===== src/include/u2_core_config.svh =====
/* Shared build constants for the radio core control slice
   Settings bus base addresses, reset values and timing defaults */

`ifndef U2_CORE_CONFIG_SVH
`define U2_CORE_CONFIG_SVH

//////////////////////////////
// Settings bus bases
//////////////////////////////

`define U2_SR_MISC          0     // Board control and LED registers, 9 slots
`define U2_SR_TIME64        192   // VITA time set registers, 3 slots

//////////////////////////////
// Reset values
//////////////////////////////

// Hardware drives LED bits 4:1 out of reset
`define U2_LED_SRC_RESET    8'h1E

//////////////////////////////
// Readback
//////////////////////////////

`define U2_COMPAT_NUM       5     // Bump when the FPGA image changes enough
`define U2_RB_WORDS         16

// Default dsp_clk rate in ticks per second
`define U2_TICKS_PER_SEC    100000000

`endif

===== src/design/u2_core_pkg.sv =====
/* Types shared by the control slice
   Settings write, board control lines, VITA time and register enums */

package u2_core_pkg;

   // One settings bus write, data valid with stb
   typedef struct packed {
      logic        stb;
      logic [7:0]  addr;
      logic [31:0] data;
   } set_bus_t;

   // Board control outputs
   typedef struct packed {
      logic       clock_ready;
      logic [1:0] clk_en;
      logic [1:0] clk_sel;
      logic       ser_enable;
      logic       ser_prbsen;
      logic       ser_loopen;
      logic       ser_rx_en;
      logic       adc_oe_a;
      logic       adc_on_a;
      logic       adc_oe_b;
      logic       adc_on_b;
      logic       phy_resetn;
   } misc_ctrl_t;

   typedef struct packed {
      logic [31:0] secs;
      logic [31:0] ticks;
   } vita_time_t;

   typedef enum logic {TIME_SET_NOW = 1'b0, TIME_SET_AT_PPS = 1'b1} time_set_mode_e;

   // Offsets from the misc base
   typedef enum logic [3:0] {
      MISC_CLK     = 4'd0,
      MISC_SER     = 4'd1,
      MISC_ADC     = 4'd2,
      MISC_LED_SW  = 4'd3,
      MISC_PHY     = 4'd4,
      MISC_LED_SRC = 4'd8
   } misc_reg_e;

   // Offsets from the time base
   typedef enum logic [1:0] {TIME_SECS = 2'd0, TIME_TICKS = 2'd1, TIME_IMM = 2'd2} time_reg_e;

   typedef enum logic [3:0] {
      RB_STATUS  = 4'd8,
      RB_SIM     = 4'd9,
      RB_TIME_HI = 4'd10,
      RB_TIME_LO = 4'd11,
      RB_COMPAT  = 4'd12,
      RB_IRQ     = 4'd13,
      RB_PPS_HI  = 4'd14,
      RB_PPS_LO  = 4'd15
   } rb_word_e;

endpackage


===== src/design/u2_core_top.sv =====
/* Top of the dsp_clk control slice
   Board control registers, VITA time counter and readback mux */

`timescale 1ns/100ps
`include "u2_core_config.svh"

module u2_core_top import u2_core_pkg::*; #(
   parameter int unsigned TICKS_PER_SEC = `U2_TICKS_PER_SEC
) (
   input  logic        dsp_clk,
   input  logic        por_rst,

   // Settings writes
   input  set_bus_t    set_bus_i,

   // Status inputs
   input  logic        pps_i,
   input  logic        run_tx_i,
   input  logic        run_rx0_i,
   input  logic        run_rx1_i,
   input  logic        clk_status_i,
   input  logic        serdes_link_up_i,
   input  logic        sim_mode_i,
   input  logic [3:0]  clock_divider_i,
   input  logic [31:0] status_i,

   // Readback request
   input  logic        rb_stb_i,
   input  rb_word_e    rb_addr_i,

   output misc_ctrl_t  ctrl_o,
   output logic [7:0]  leds_o,
   output vita_time_t  vita_time_o,
   output logic        pps_int_o,
   output logic [31:0] rb_data_o,
   output logic        rb_ack_o
);

   vita_time_t vita_time_pps;   // Time latched at the last PPS

   //////////////////////////////
   // Board control
   //////////////////////////////

   misc_ctrl_regs u_misc_regs (
      .dsp_clk          (dsp_clk),
      .por_rst          (por_rst),
      .set_bus_i        (set_bus_i),
      .run_tx_i         (run_tx_i),
      .run_rx0_i        (run_rx0_i),
      .run_rx1_i        (run_rx1_i),
      .clk_status_i     (clk_status_i),
      .serdes_link_up_i (serdes_link_up_i),
      .ctrl_o           (ctrl_o),
      .leds_o           (leds_o)
   );

   //////////////////////////////
   // VITA time
   //////////////////////////////

   vita_time_counter #(
      .TICKS_PER_SEC (TICKS_PER_SEC)
   ) u_vita_time (
      .dsp_clk    (dsp_clk),
      .por_rst    (por_rst),
      .set_bus_i  (set_bus_i),
      .pps_i      (pps_i),
      .time_o     (vita_time_o),
      .time_pps_o (vita_time_pps),
      .pps_int_o  (pps_int_o)
   );

   //////////////////////////////
   // Readback
   //////////////////////////////

   readback_mux u_readback (
      .dsp_clk         (dsp_clk),
      .por_rst         (por_rst),
      .rb_stb_i        (rb_stb_i),
      .rb_addr_i       (rb_addr_i),
      .status_i        (status_i),
      .sim_mode_i      (sim_mode_i),
      .clock_divider_i (clock_divider_i),
      .time_i          (vita_time_o),
      .time_pps_i      (vita_time_pps),
      .rb_data_o       (rb_data_o),
      .rb_ack_o        (rb_ack_o)
   );

endmodule


===== src/design/readback_mux.sv =====
/* Registered readback of status words by index */

`timescale 1ns/100ps
`include "u2_core_config.svh"

module readback_mux import u2_core_pkg::*; (
   input  logic        dsp_clk,
   input  logic        por_rst,
   input  logic        rb_stb_i,
   input  rb_word_e    rb_addr_i,
   input  logic [31:0] status_i,
   input  logic        sim_mode_i,
   input  logic [3:0]  clock_divider_i,
   input  vita_time_t  time_i,
   input  vita_time_t  time_pps_i,
   output logic [31:0] rb_data_o,
   output logic        rb_ack_o
);

   logic [31:0] words [`U2_RB_WORDS];

   // Words 0 to 7 are unused
   always_comb begin
      for (int i = 0; i < `U2_RB_WORDS; i++) begin
         words[i] = '0;
      end
      words[RB_STATUS]  = status_i;
      words[RB_SIM]     = {sim_mode_i, 27'd0, clock_divider_i};
      words[RB_TIME_HI] = time_i.secs;
      words[RB_TIME_LO] = time_i.ticks;
      words[RB_COMPAT]  = 32'(`U2_COMPAT_NUM);
      words[RB_IRQ]     = '0;          // No interrupt sources in this slice
      words[RB_PPS_HI]  = time_pps_i.secs;
      words[RB_PPS_LO]  = time_pps_i.ticks;
   end

   // Data captured in the strobe cycle
   always_ff @(posedge dsp_clk) begin
      if (rb_stb_i) begin
         rb_data_o <= words[rb_addr_i];
      end
   end

   always_ff @(posedge dsp_clk) begin
      if (por_rst) begin
         rb_ack_o <= 1'b0;
      end else begin
         rb_ack_o <= rb_stb_i;   // Single cycle, never stalls
      end
   end

endmodule


===== src/design/vita_time_counter.sv =====
/* 64-bit VITA time counter in seconds and ticks
   Immediate or PPS-aligned set, PPS synchronizer and PPS time latch */

`timescale 1ns/100ps
`include "u2_core_config.svh"

module vita_time_counter import u2_core_pkg::*; #(
   parameter int unsigned TICKS_PER_SEC = `U2_TICKS_PER_SEC
) (
   input  logic       dsp_clk,
   input  logic       por_rst,
   input  set_bus_t   set_bus_i,
   input  logic       pps_i,
   output vita_time_t time_o,
   output vita_time_t time_pps_o,
   output logic       pps_int_o
);

   localparam logic [7:0]  ADDR_SECS  = 8'(`U2_SR_TIME64 + TIME_SECS);
   localparam logic [7:0]  ADDR_TICKS = 8'(`U2_SR_TIME64 + TIME_TICKS);
   localparam logic [7:0]  ADDR_IMM   = 8'(`U2_SR_TIME64 + TIME_IMM);
   localparam logic [31:0] TICK_LAST  = 32'(TICKS_PER_SEC - 1);

   vita_time_t     pend_time;    // Value waiting for the next load
   vita_time_t     time_next;
   time_set_mode_e arm_mode;     // TIME_SET_AT_PPS while a PPS load is pending
   logic           imm_wr;
   logic           load;
   logic           pps_s1;
   logic           pps_s2;
   logic           pps_s3;
   logic           pps_edge;

   //////////////////////////////
   // Settings decode
   //////////////////////////////

   assign imm_wr = set_bus_i.stb && (set_bus_i.addr == ADDR_IMM);

   always_ff @(posedge dsp_clk) begin
      if (set_bus_i.stb && set_bus_i.addr == ADDR_SECS) begin
         pend_time.secs <= set_bus_i.data;
      end
      if (set_bus_i.stb && set_bus_i.addr == ADDR_TICKS) begin
         pend_time.ticks <= set_bus_i.data;
      end
   end

   //////////////////////////////
   // PPS edge detect
   //////////////////////////////

   // Two sync flops, one history flop, then a registered rising edge
   always_ff @(posedge dsp_clk) begin
      if (por_rst) begin
         pps_s1   <= 1'b0;
         pps_s2   <= 1'b0;
         pps_s3   <= 1'b0;
         pps_edge <= 1'b0;
      end else begin
         pps_s1   <= pps_i;
         pps_s2   <= pps_s1;
         pps_s3   <= pps_s2;
         pps_edge <= pps_s2 & ~pps_s3;
      end
   end

   assign pps_int_o = pps_edge;

   //////////////////////////////
   // Time counter
   //////////////////////////////

   always_comb begin
      time_next = time_o;
      if (time_o.ticks == TICK_LAST) begin   // End of second
         time_next.ticks = '0;
         time_next.secs  = time_o.secs + 32'd1;
      end else begin
         time_next.ticks = time_o.ticks + 32'd1;
      end
   end

   // Set now on the write itself, or on the first PPS edge once armed
   assign load = (imm_wr && !set_bus_i.data[0]) ||
                 (arm_mode == TIME_SET_AT_PPS && pps_edge);

   always_ff @(posedge dsp_clk) begin
      if (por_rst) begin
         time_o   <= '0;
         arm_mode <= TIME_SET_NOW;
      end else begin
         if (load) begin
            time_o <= pend_time;
         end else begin
            time_o <= time_next;
         end

         if (imm_wr) begin
            arm_mode <= time_set_mode_e'(set_bus_i.data[0]);
         end else if (load) begin
            arm_mode <= TIME_SET_NOW;   // One load per arm
         end
      end
   end

   // Time as it stood in the detection cycle
   always_ff @(posedge dsp_clk) begin
      if (por_rst) begin
         time_pps_o <= '0;
      end else if (pps_edge) begin
         time_pps_o <= time_o;
      end
   end

endmodule


===== src/design/misc_ctrl_regs.sv =====
/* Settings register bank for the board control lines
   Clock gen, SERDES, ADC, PHY reset, plus the hardware/software LED mix */

`timescale 1ns/100ps
`include "u2_core_config.svh"

module misc_ctrl_regs import u2_core_pkg::*; (
   input  logic       dsp_clk,
   input  logic       por_rst,
   input  set_bus_t   set_bus_i,
   input  logic       run_tx_i,
   input  logic       run_rx0_i,
   input  logic       run_rx1_i,
   input  logic       clk_status_i,
   input  logic       serdes_link_up_i,
   output misc_ctrl_t ctrl_o,
   output logic [7:0] leds_o
);

   localparam logic [7:0] ADDR_CLK     = 8'(`U2_SR_MISC + MISC_CLK);
   localparam logic [7:0] ADDR_SER     = 8'(`U2_SR_MISC + MISC_SER);
   localparam logic [7:0] ADDR_ADC     = 8'(`U2_SR_MISC + MISC_ADC);
   localparam logic [7:0] ADDR_LED_SW  = 8'(`U2_SR_MISC + MISC_LED_SW);
   localparam logic [7:0] ADDR_PHY     = 8'(`U2_SR_MISC + MISC_PHY);
   localparam logic [7:0] ADDR_LED_SRC = 8'(`U2_SR_MISC + MISC_LED_SRC);

   logic [4:0] clk_reg;       // clock_ready, clk_en, clk_sel
   logic [3:0] ser_reg;
   logic [3:0] adc_reg;
   logic       phy_reg;       // 1 holds the PHY in reset
   logic [7:0] led_sw_reg;
   logic [7:0] led_src_reg;   // 1 = hardware, 0 = software
   logic       run_rx_q;
   logic [7:0] led_hw;

   //////////////////////////////
   // Register writes
   //////////////////////////////

   always_ff @(posedge dsp_clk) begin
      if (por_rst) begin
         clk_reg     <= '0;
         ser_reg     <= '0;
         adc_reg     <= '0;
         phy_reg     <= 1'b0;
         led_sw_reg  <= '0;
         led_src_reg <= `U2_LED_SRC_RESET;
      end else if (set_bus_i.stb) begin
         case (set_bus_i.addr)
            ADDR_CLK:     clk_reg     <= set_bus_i.data[4:0];
            ADDR_SER:     ser_reg     <= set_bus_i.data[3:0];
            ADDR_ADC:     adc_reg     <= set_bus_i.data[3:0];
            ADDR_LED_SW:  led_sw_reg  <= set_bus_i.data[7:0];
            ADDR_PHY:     phy_reg     <= set_bus_i.data[0];
            ADDR_LED_SRC: led_src_reg <= set_bus_i.data[7:0];
            default: begin
            end
         endcase
      end
   end

   // Either receive chain running lights the RX LED
   always_ff @(posedge dsp_clk) begin
      if (por_rst) begin
         run_rx_q <= 1'b0;
      end else begin
         run_rx_q <= run_rx0_i | run_rx1_i;
      end
   end

   //////////////////////////////
   // Control lines
   //////////////////////////////

   assign ctrl_o.clock_ready = clk_reg[4];
   assign ctrl_o.clk_en      = clk_reg[3:2];
   assign ctrl_o.clk_sel     = clk_reg[1:0];

   assign {ctrl_o.ser_enable, ctrl_o.ser_prbsen,
           ctrl_o.ser_loopen, ctrl_o.ser_rx_en} = ser_reg;

   assign {ctrl_o.adc_oe_a, ctrl_o.adc_on_a,
           ctrl_o.adc_oe_b, ctrl_o.adc_on_b} = adc_reg;

   assign ctrl_o.phy_resetn = ~phy_reg;   // PHY reset pin is active low

   //////////////////////////////
   // LEDs
   //////////////////////////////

   // Bit 0 has no hardware source
   assign led_hw = {3'b000, run_tx_i, run_rx_q, clk_status_i, serdes_link_up_i, 1'b0};

   assign leds_o = (led_src_reg & led_hw) | (~led_src_reg & led_sw_reg);

endmodule


===== config.mk =====
export PLATFORM = sky130hd
export DESIGN_NAME = u2_core_top
export DESIGN_NICKNAME = d
export VERILOG_FILES = /design/src/design/u2_core_pkg.sv /design/src/design/u2_core_top.sv /design/src/design/readback_mux.sv /design/src/design/vita_time_counter.sv /design/src/design/misc_ctrl_regs.sv
export VERILOG_INCLUDE_DIRS = /design/src /design/src/include
export SDC_FILE = /design/constraint.sdc
export NUM_CORES = 1
export LEC_CHECK = 0
export ABC_AREA = 1
export BUFFER_PORTS_ARGS = -buffer_cell sky130_fd_sc_hd__buf_2
export CORE_ASPECT_RATIO = 0.7
export CORE_MARGIN = 2
export CORE_UTILIZATION = 46
export CTS_CLUSTER_DIAMETER = 30
export DETAILED_ROUTE_END_ITERATION = 8
export PLACE_DENSITY = 0.75
export SLEW_MARGIN = 20
export SYNTH_ARGS = -nofsm -noshare
export SYNTH_HDL_FRONTEND = slang
export SYNTH_SLANG_ARGS = --single-unit

===== constraint.sdc =====
create_clock -name dsp_clk -period 4.3 [get_ports dsp_clk]
set_input_delay 0.43 -clock dsp_clk [delete_from_list [all_inputs] [get_ports dsp_clk]]
set_output_delay 0.43 -clock dsp_clk [all_outputs]
set_load 0.03 [all_outputs]

---- Word level (Yosys, flattened, before mapping) ----
Index checks and enable logic that the tools add are counted.
storage, ports and cells
  register bits after elaboration ......... 261
  input bits .............................. 91
  output and inout port bits .............. 120
  logic and storage cells ................. 65
cells by class
  $add $sub $neg .......................... 2
  magnitude comparators ................... 1
  equal/unequal tests ..................... 9
  mux-type cells .......................... 8
  bitwise logic cells ..................... 9
  reduce and logical (&&, ||, !) cells .... 16
operators by type and width
  kind                                                                     count
  32-bit binary-select mux with 4-bit select                               1
  32-bit 2-to-1 mux                                                        4
  32-bit by 1-bit adder with 32-bit output, second input constant          2
  64-bit 2-to-1 mux                                                        1
  32-bit by 27-bit equality test with 1-bit output, second input constant  1
  8-bit equality test, second input constant                               3
  8-bit by 2-bit equality test with 1-bit output, second input constant    2
  2-bit AND reduction                                                      6
  8-bit by 5-bit AND with 8-bit output                                     1
  8-bit AND                                                                1
  8-bit by 1-bit equality test with 1-bit output, second input constant    1
  8-bit by 3-bit equality test with 1-bit output, second input constant    1
  8-bit by 4-bit equality test with 1-bit output, second input constant    1
  8-bit logical NOT                                                        1
  8-bit NOT                                                                1
  8-bit bitwise OR                                                         1
  5-bit greater-or-equal comparator, second input constant                 1
  1-bit logical AND                                                        5
  4-bit NOT with 5-bit output                                              1
  2-bit nonzero test                                                       2
  1-bit 2-to-1 mux                                                         2
  1-bit NOT                                                                2
  1-bit AND                                                                1
  1-bit logical NOT                                                        1
  2 further kinds                                                          2

---- Depth between registers and ports, before layout ----
  depth in word-level cells ............... 6
  depth in mapped cells ................... 12
  gate-level depth less buffers ........... 11

---- Modules after synthesis ----
Synthesis repeated with hierarchy kept, for this count alone.
second synthesis, totals
  cells, all modules ...................... 1830
  area total of the unflattened synthesis .. 13211.4 µm²
by module, submodules not included
  module             instances  cells an instance  area each (µm²)  sequential area each (µm²)
  vita_time_counter  1          1150               8908.5           4584.4
  readback_mux       1          476                2835.2           980.9
  misc_ctrl_regs     1          204                1467.7           620.6

---- Worst setup path before layout ----
No wires, ideal clock.
  path type ............................... in2reg
  start point ............................. input port set_bus_i[35] in the netlist's numbering
  end point ............................... register u_vita_time.pend_time[32] in the netlist's numbering, enable pin
  library setup time ...................... 0.505 ns
  arrival time ............................ 3.865 ns
  required time ........................... 3.795 ns
  slack ................................... -0.070 ns
  stages .................................. 5
  buffers on the path ..................... 0
  cell sequence ........................... nor2_2 inv_1 nor2_1 nand2_1 nor4_1
on the way
  longest elaborated chain between the ends .. 2
RTL lines
  item                 line                     source
  start: declaration   u2_core_top.sv:14        input set_bus_t set_bus_i,
  8-bit equality test  vita_time_counter.sv:41  if (set_bus_i.stb && set_bus_i.addr == ADDR_SECS) begin
  1-bit logical AND    vita_time_counter.sv:41
  end: declaration     vita_time_counter.sv:24  vita_time_t pend_time;
Every way passes these cells.
A chain may end at the register's enable or synchronous reset.

---- Worst setup path after layout ----
  start point ............................. register u_vita_time.time_o[1] in the netlist's numbering
  end point ............................... register u_vita_time.time_o[52] in the netlist's numbering
on the way
  longest elaborated chain between the ends .. 2
RTL lines
  item                                              line                     source
  start: declaration                                vita_time_counter.sv:14  output vita_time_t time_o,
  start signal: assignment                          vita_time_counter.sv:94  time_o <= pend_time;
  start signal: assignment                          vita_time_counter.sv:96  time_o <= time_next;
  32-bit by 27-bit equality test with 1-bit output  vita_time_counter.sv:76  if (time_o.ticks == TICK_LAST) begin
  2-bit nonzero test (no line)                      --
Every way passes these cells.

==> impl_metrics.yaml <==
synth:
  synth.distinct_cells: 35
  syn_avg_cell_area_um2: 7.47
  syn_area_mm2: 0.0124
  synth_ff_type: "dfxtp_1"
  synth_edf_count: 96
  yosys_warnings: 0
  yosysSeqAreaShare_pct: 49.8
  synth_nets: 1755
  async_flop_share_pct: 0
  syn_inst: 1662
  ys_ff_latch: 261
grt:
  antenna_found_initial: 0
  overflow: 0
  grt_pass1_wl_um: 66400
  grt_pass1_vias: 11400
  grt_usage_pct: 30.5
  grt_max_degree: 107
worst_setup_path:
  critPathKind: "reg -> reg"
  worstPathRequired_ps: 4730
  critical_path_peak_fanout: 46
  start_kind: "flip-flop"
  cp.arrival_ps: 2850
  crit_path_end_kind: "flip-flop"
  crit_chain: "ha_1 > inv_1 > nor2_4 > nand2_1 > nor2_2 > nand2_2 > nand2_4 > nand2_1 > nor2_1 > nor2_1"
  slowest_stage: "dfxtp_1"
  slowest_delay_ps: 500
routing:
  num_vias: 12600
  antenna_left: 0
  post_drt_wl_per_cell_um: 19.7
  wl_um: 44300
  remaining_drc_errors: 0
  drtIter0Drc: 1643
  viasPerCell: 5.59
  first_pass_iters: 8
timing:
  setup_viol: 0
  timing.slew.headroom_pct: 27.4
  skew_ps: 25.1
  min_period_ps: 2420
  finalHoldViolCount: 0
  worst_slew_pin_slew_ps: 1080
  grt_setup_unrepaired: "false"
  max_freq_mhz: 413
  fin_crit_sh_pct: 56.3
  slew_viol_final: 0
  setup_tns_ps: 0
outcome:
  status: "finished, final reports clean"
die:
  initial_core_util_pct: 46.6
  ios: 211
  die_y_um: 141
  row_count: 50
  core_mm2: 0.0267
  die_w_um: 200
  dieArea_mm2: 0.0284
place:
  dpl.cell_count: 2165
  dp_hpwl_um: 31700
  gp_congestion: 0.970
  numPortBuffers: 210
finish:
  fin_cells: 2248
  syn_to_final_growth_pct: 22.6
  antenna_cells: 0
  drive_above_1_share_pct: 18.0
  largestRegisters: "u_vita_time.pend_time (64), u_vita_time.time_o (64), u_vita_time.time_pps_o (64)"
  nNetsFinal: 1941
pwr:
  cellInternalPower_uw: 5080
  combPwrFrac_pct: 5.2
  pwr-share-seq_pct: 39.5
  peakVddDrop_uv: 291
  powerDensity_mw_per_mm2: 439
  sw_frac_of_total_pct: 24.0
  p_clk_share_pct: 55.4
  power_switching_uw: 1600
  power.leakage_uw: 0.00626
clock_tree:
  clk_pin_slew_ps: 60
  cts_hold_buffers: 0
  clk_latency_ps: 550
  clk_path_buf_depth: 3
  cts_tree: "built"
  root_buffer: "clkbuf_16"
  cts_made_buffers: 45
  cts_resized: 0
  h-tree-depth: 2
  post_cts_buffers: 0
  cts.sinks: 261
job:
  drv_cap: 0
worst_hold_path:
  hold_class: "in -> reg"
==> layout make-up <==
class	instances	area, um^2
clock buffer	52	1210
clock inverter	31	373
fill	2481	11400
inverter	101	379
multi-input combinational	1213	5440
sequential	261	6190
tap	364	455
timing repair buffer	226	1180
==> layer usage <==
layer  share of wire, %  vias up  routed length [um]  track usage (%)
met1                 45     5862               19800             45.6
met2                 41      749               18000             43.0
met4                2.7        0                1200             9.86
li1                   -     5860                   -                -
met3                 12       98                5320             7.23
met5                  0        -                   0                0
==> cell usage in the layout (no fill, tap or decap), drive strengths merged, types with 3 or more instances in the layout <==
master and instances:
nand2 351, edfxtp 96, dfxtp 165, clkinv 17, nand4 9, clkbuf 52, clkinvlp 5, nor2 352
inv 105, nand3 98, bufinv 5, buf 226, o21ai 238, xor2 18, nor3 3, a21oi 133
==> worst max-delay path, delay by kind of cell, from the launching register on <==
| family | cells | cell delay, ps |
|---|---|---|
| adders and majority gates | 1 | 290 |
| and+or+nand+nor | 8 | 1400 |
| buffers and inverters | 1 | 100 |
| DFF | 1 | 500 |
==> through the flow <==
step	worst slack [ps]	cell area (um^2)	power [uW]	util [%]	hold WS (ps)
after floorplan	40.6	12400	2880	-	374
after global placement	1860	13600	3020	51.2	378
after detailed placement	1760	13600	3030	51.2	371
after CTS	1880	15200	6700	57.1	55.2
after global routing	1700	15200	6880	57.1	49.6
final	1880	15200	6690	57.1	67.1
==> synthesized netlist by cell type (4+ instances only) <==
| library cell | number | share of area [%] |
|---|---|---|
| a21oi_1 | 132 | 5.3 |
| buf_1 | 5 | 0.15 |
| buf_2 | 4 | 0.16 |
| buf_4 | 8 | 0.48 |
| buf_6 | 9 | 0.82 |
| clkbuf_1 | 59 | 1.8 |
| clkinv_1 | 4 | 0.12 |
| dfxtp_1 | 165 | 27 |
| edfxtp_1 | 96 | 23 |
| inv_1 | 97 | 2.9 |
| nand2_1 | 343 | 10 |
| nand2_2 | 7 | 0.35 |
| nand3_1 | 96 | 3.9 |
| nand4_1 | 9 | 0.45 |
| nor2_1 | 334 | 10 |
| nor2_2 | 14 | 0.71 |
| nor2_4 | 4 | 0.36 |
| o21ai_0 | 214 | 8.6 |
| o21ai_1 | 24 | 0.97 |
| xor2_1 | 18 | 1.3 |
==> final timing paths <==
path	cells past startpoint	to	startpoint	slack, ps
setup / recovery	10	u_vita_time.time_o[52]	u_vita_time.time_o[1]	1880
hold / removal	1	u_vita_time.pend_time[58]	set_bus_i[26]	70
setup reg to reg	10	u_vita_time.time_o[52]	u_vita_time.time_o[1]	1880
hold reg to reg	1	u_vita_time.pps_int_o	u_vita_time.pps_s3	390
==> power groups by stage <==
stage / Clock (uW) / Combinational [uW] / Sequential, uW
floorplan: 0 / 161 / 2720
global placement: 0 / 332 / 2690
detailed placement: 0 / 338 / 2690
CTS: 3730 / 341 / 2640
global route: 3860 / 376 / 2640
finish: 3700 / 346 / 2640
==> kinds of logic after synthesis <==
logic type | after synthesis | synth area share [%]
and+or+nand+nor | 816 | 26.8
AOI/OAI and AO/OA | 375 | 15.2
DFF | 261 | 49.8
buffers and inverters | 188 | 6.61
xor gates and xnor gates | 20 | 1.41
adders and majority gates | 2 | 0.201
Note: power is estimated with default switching activity, not from simulation.
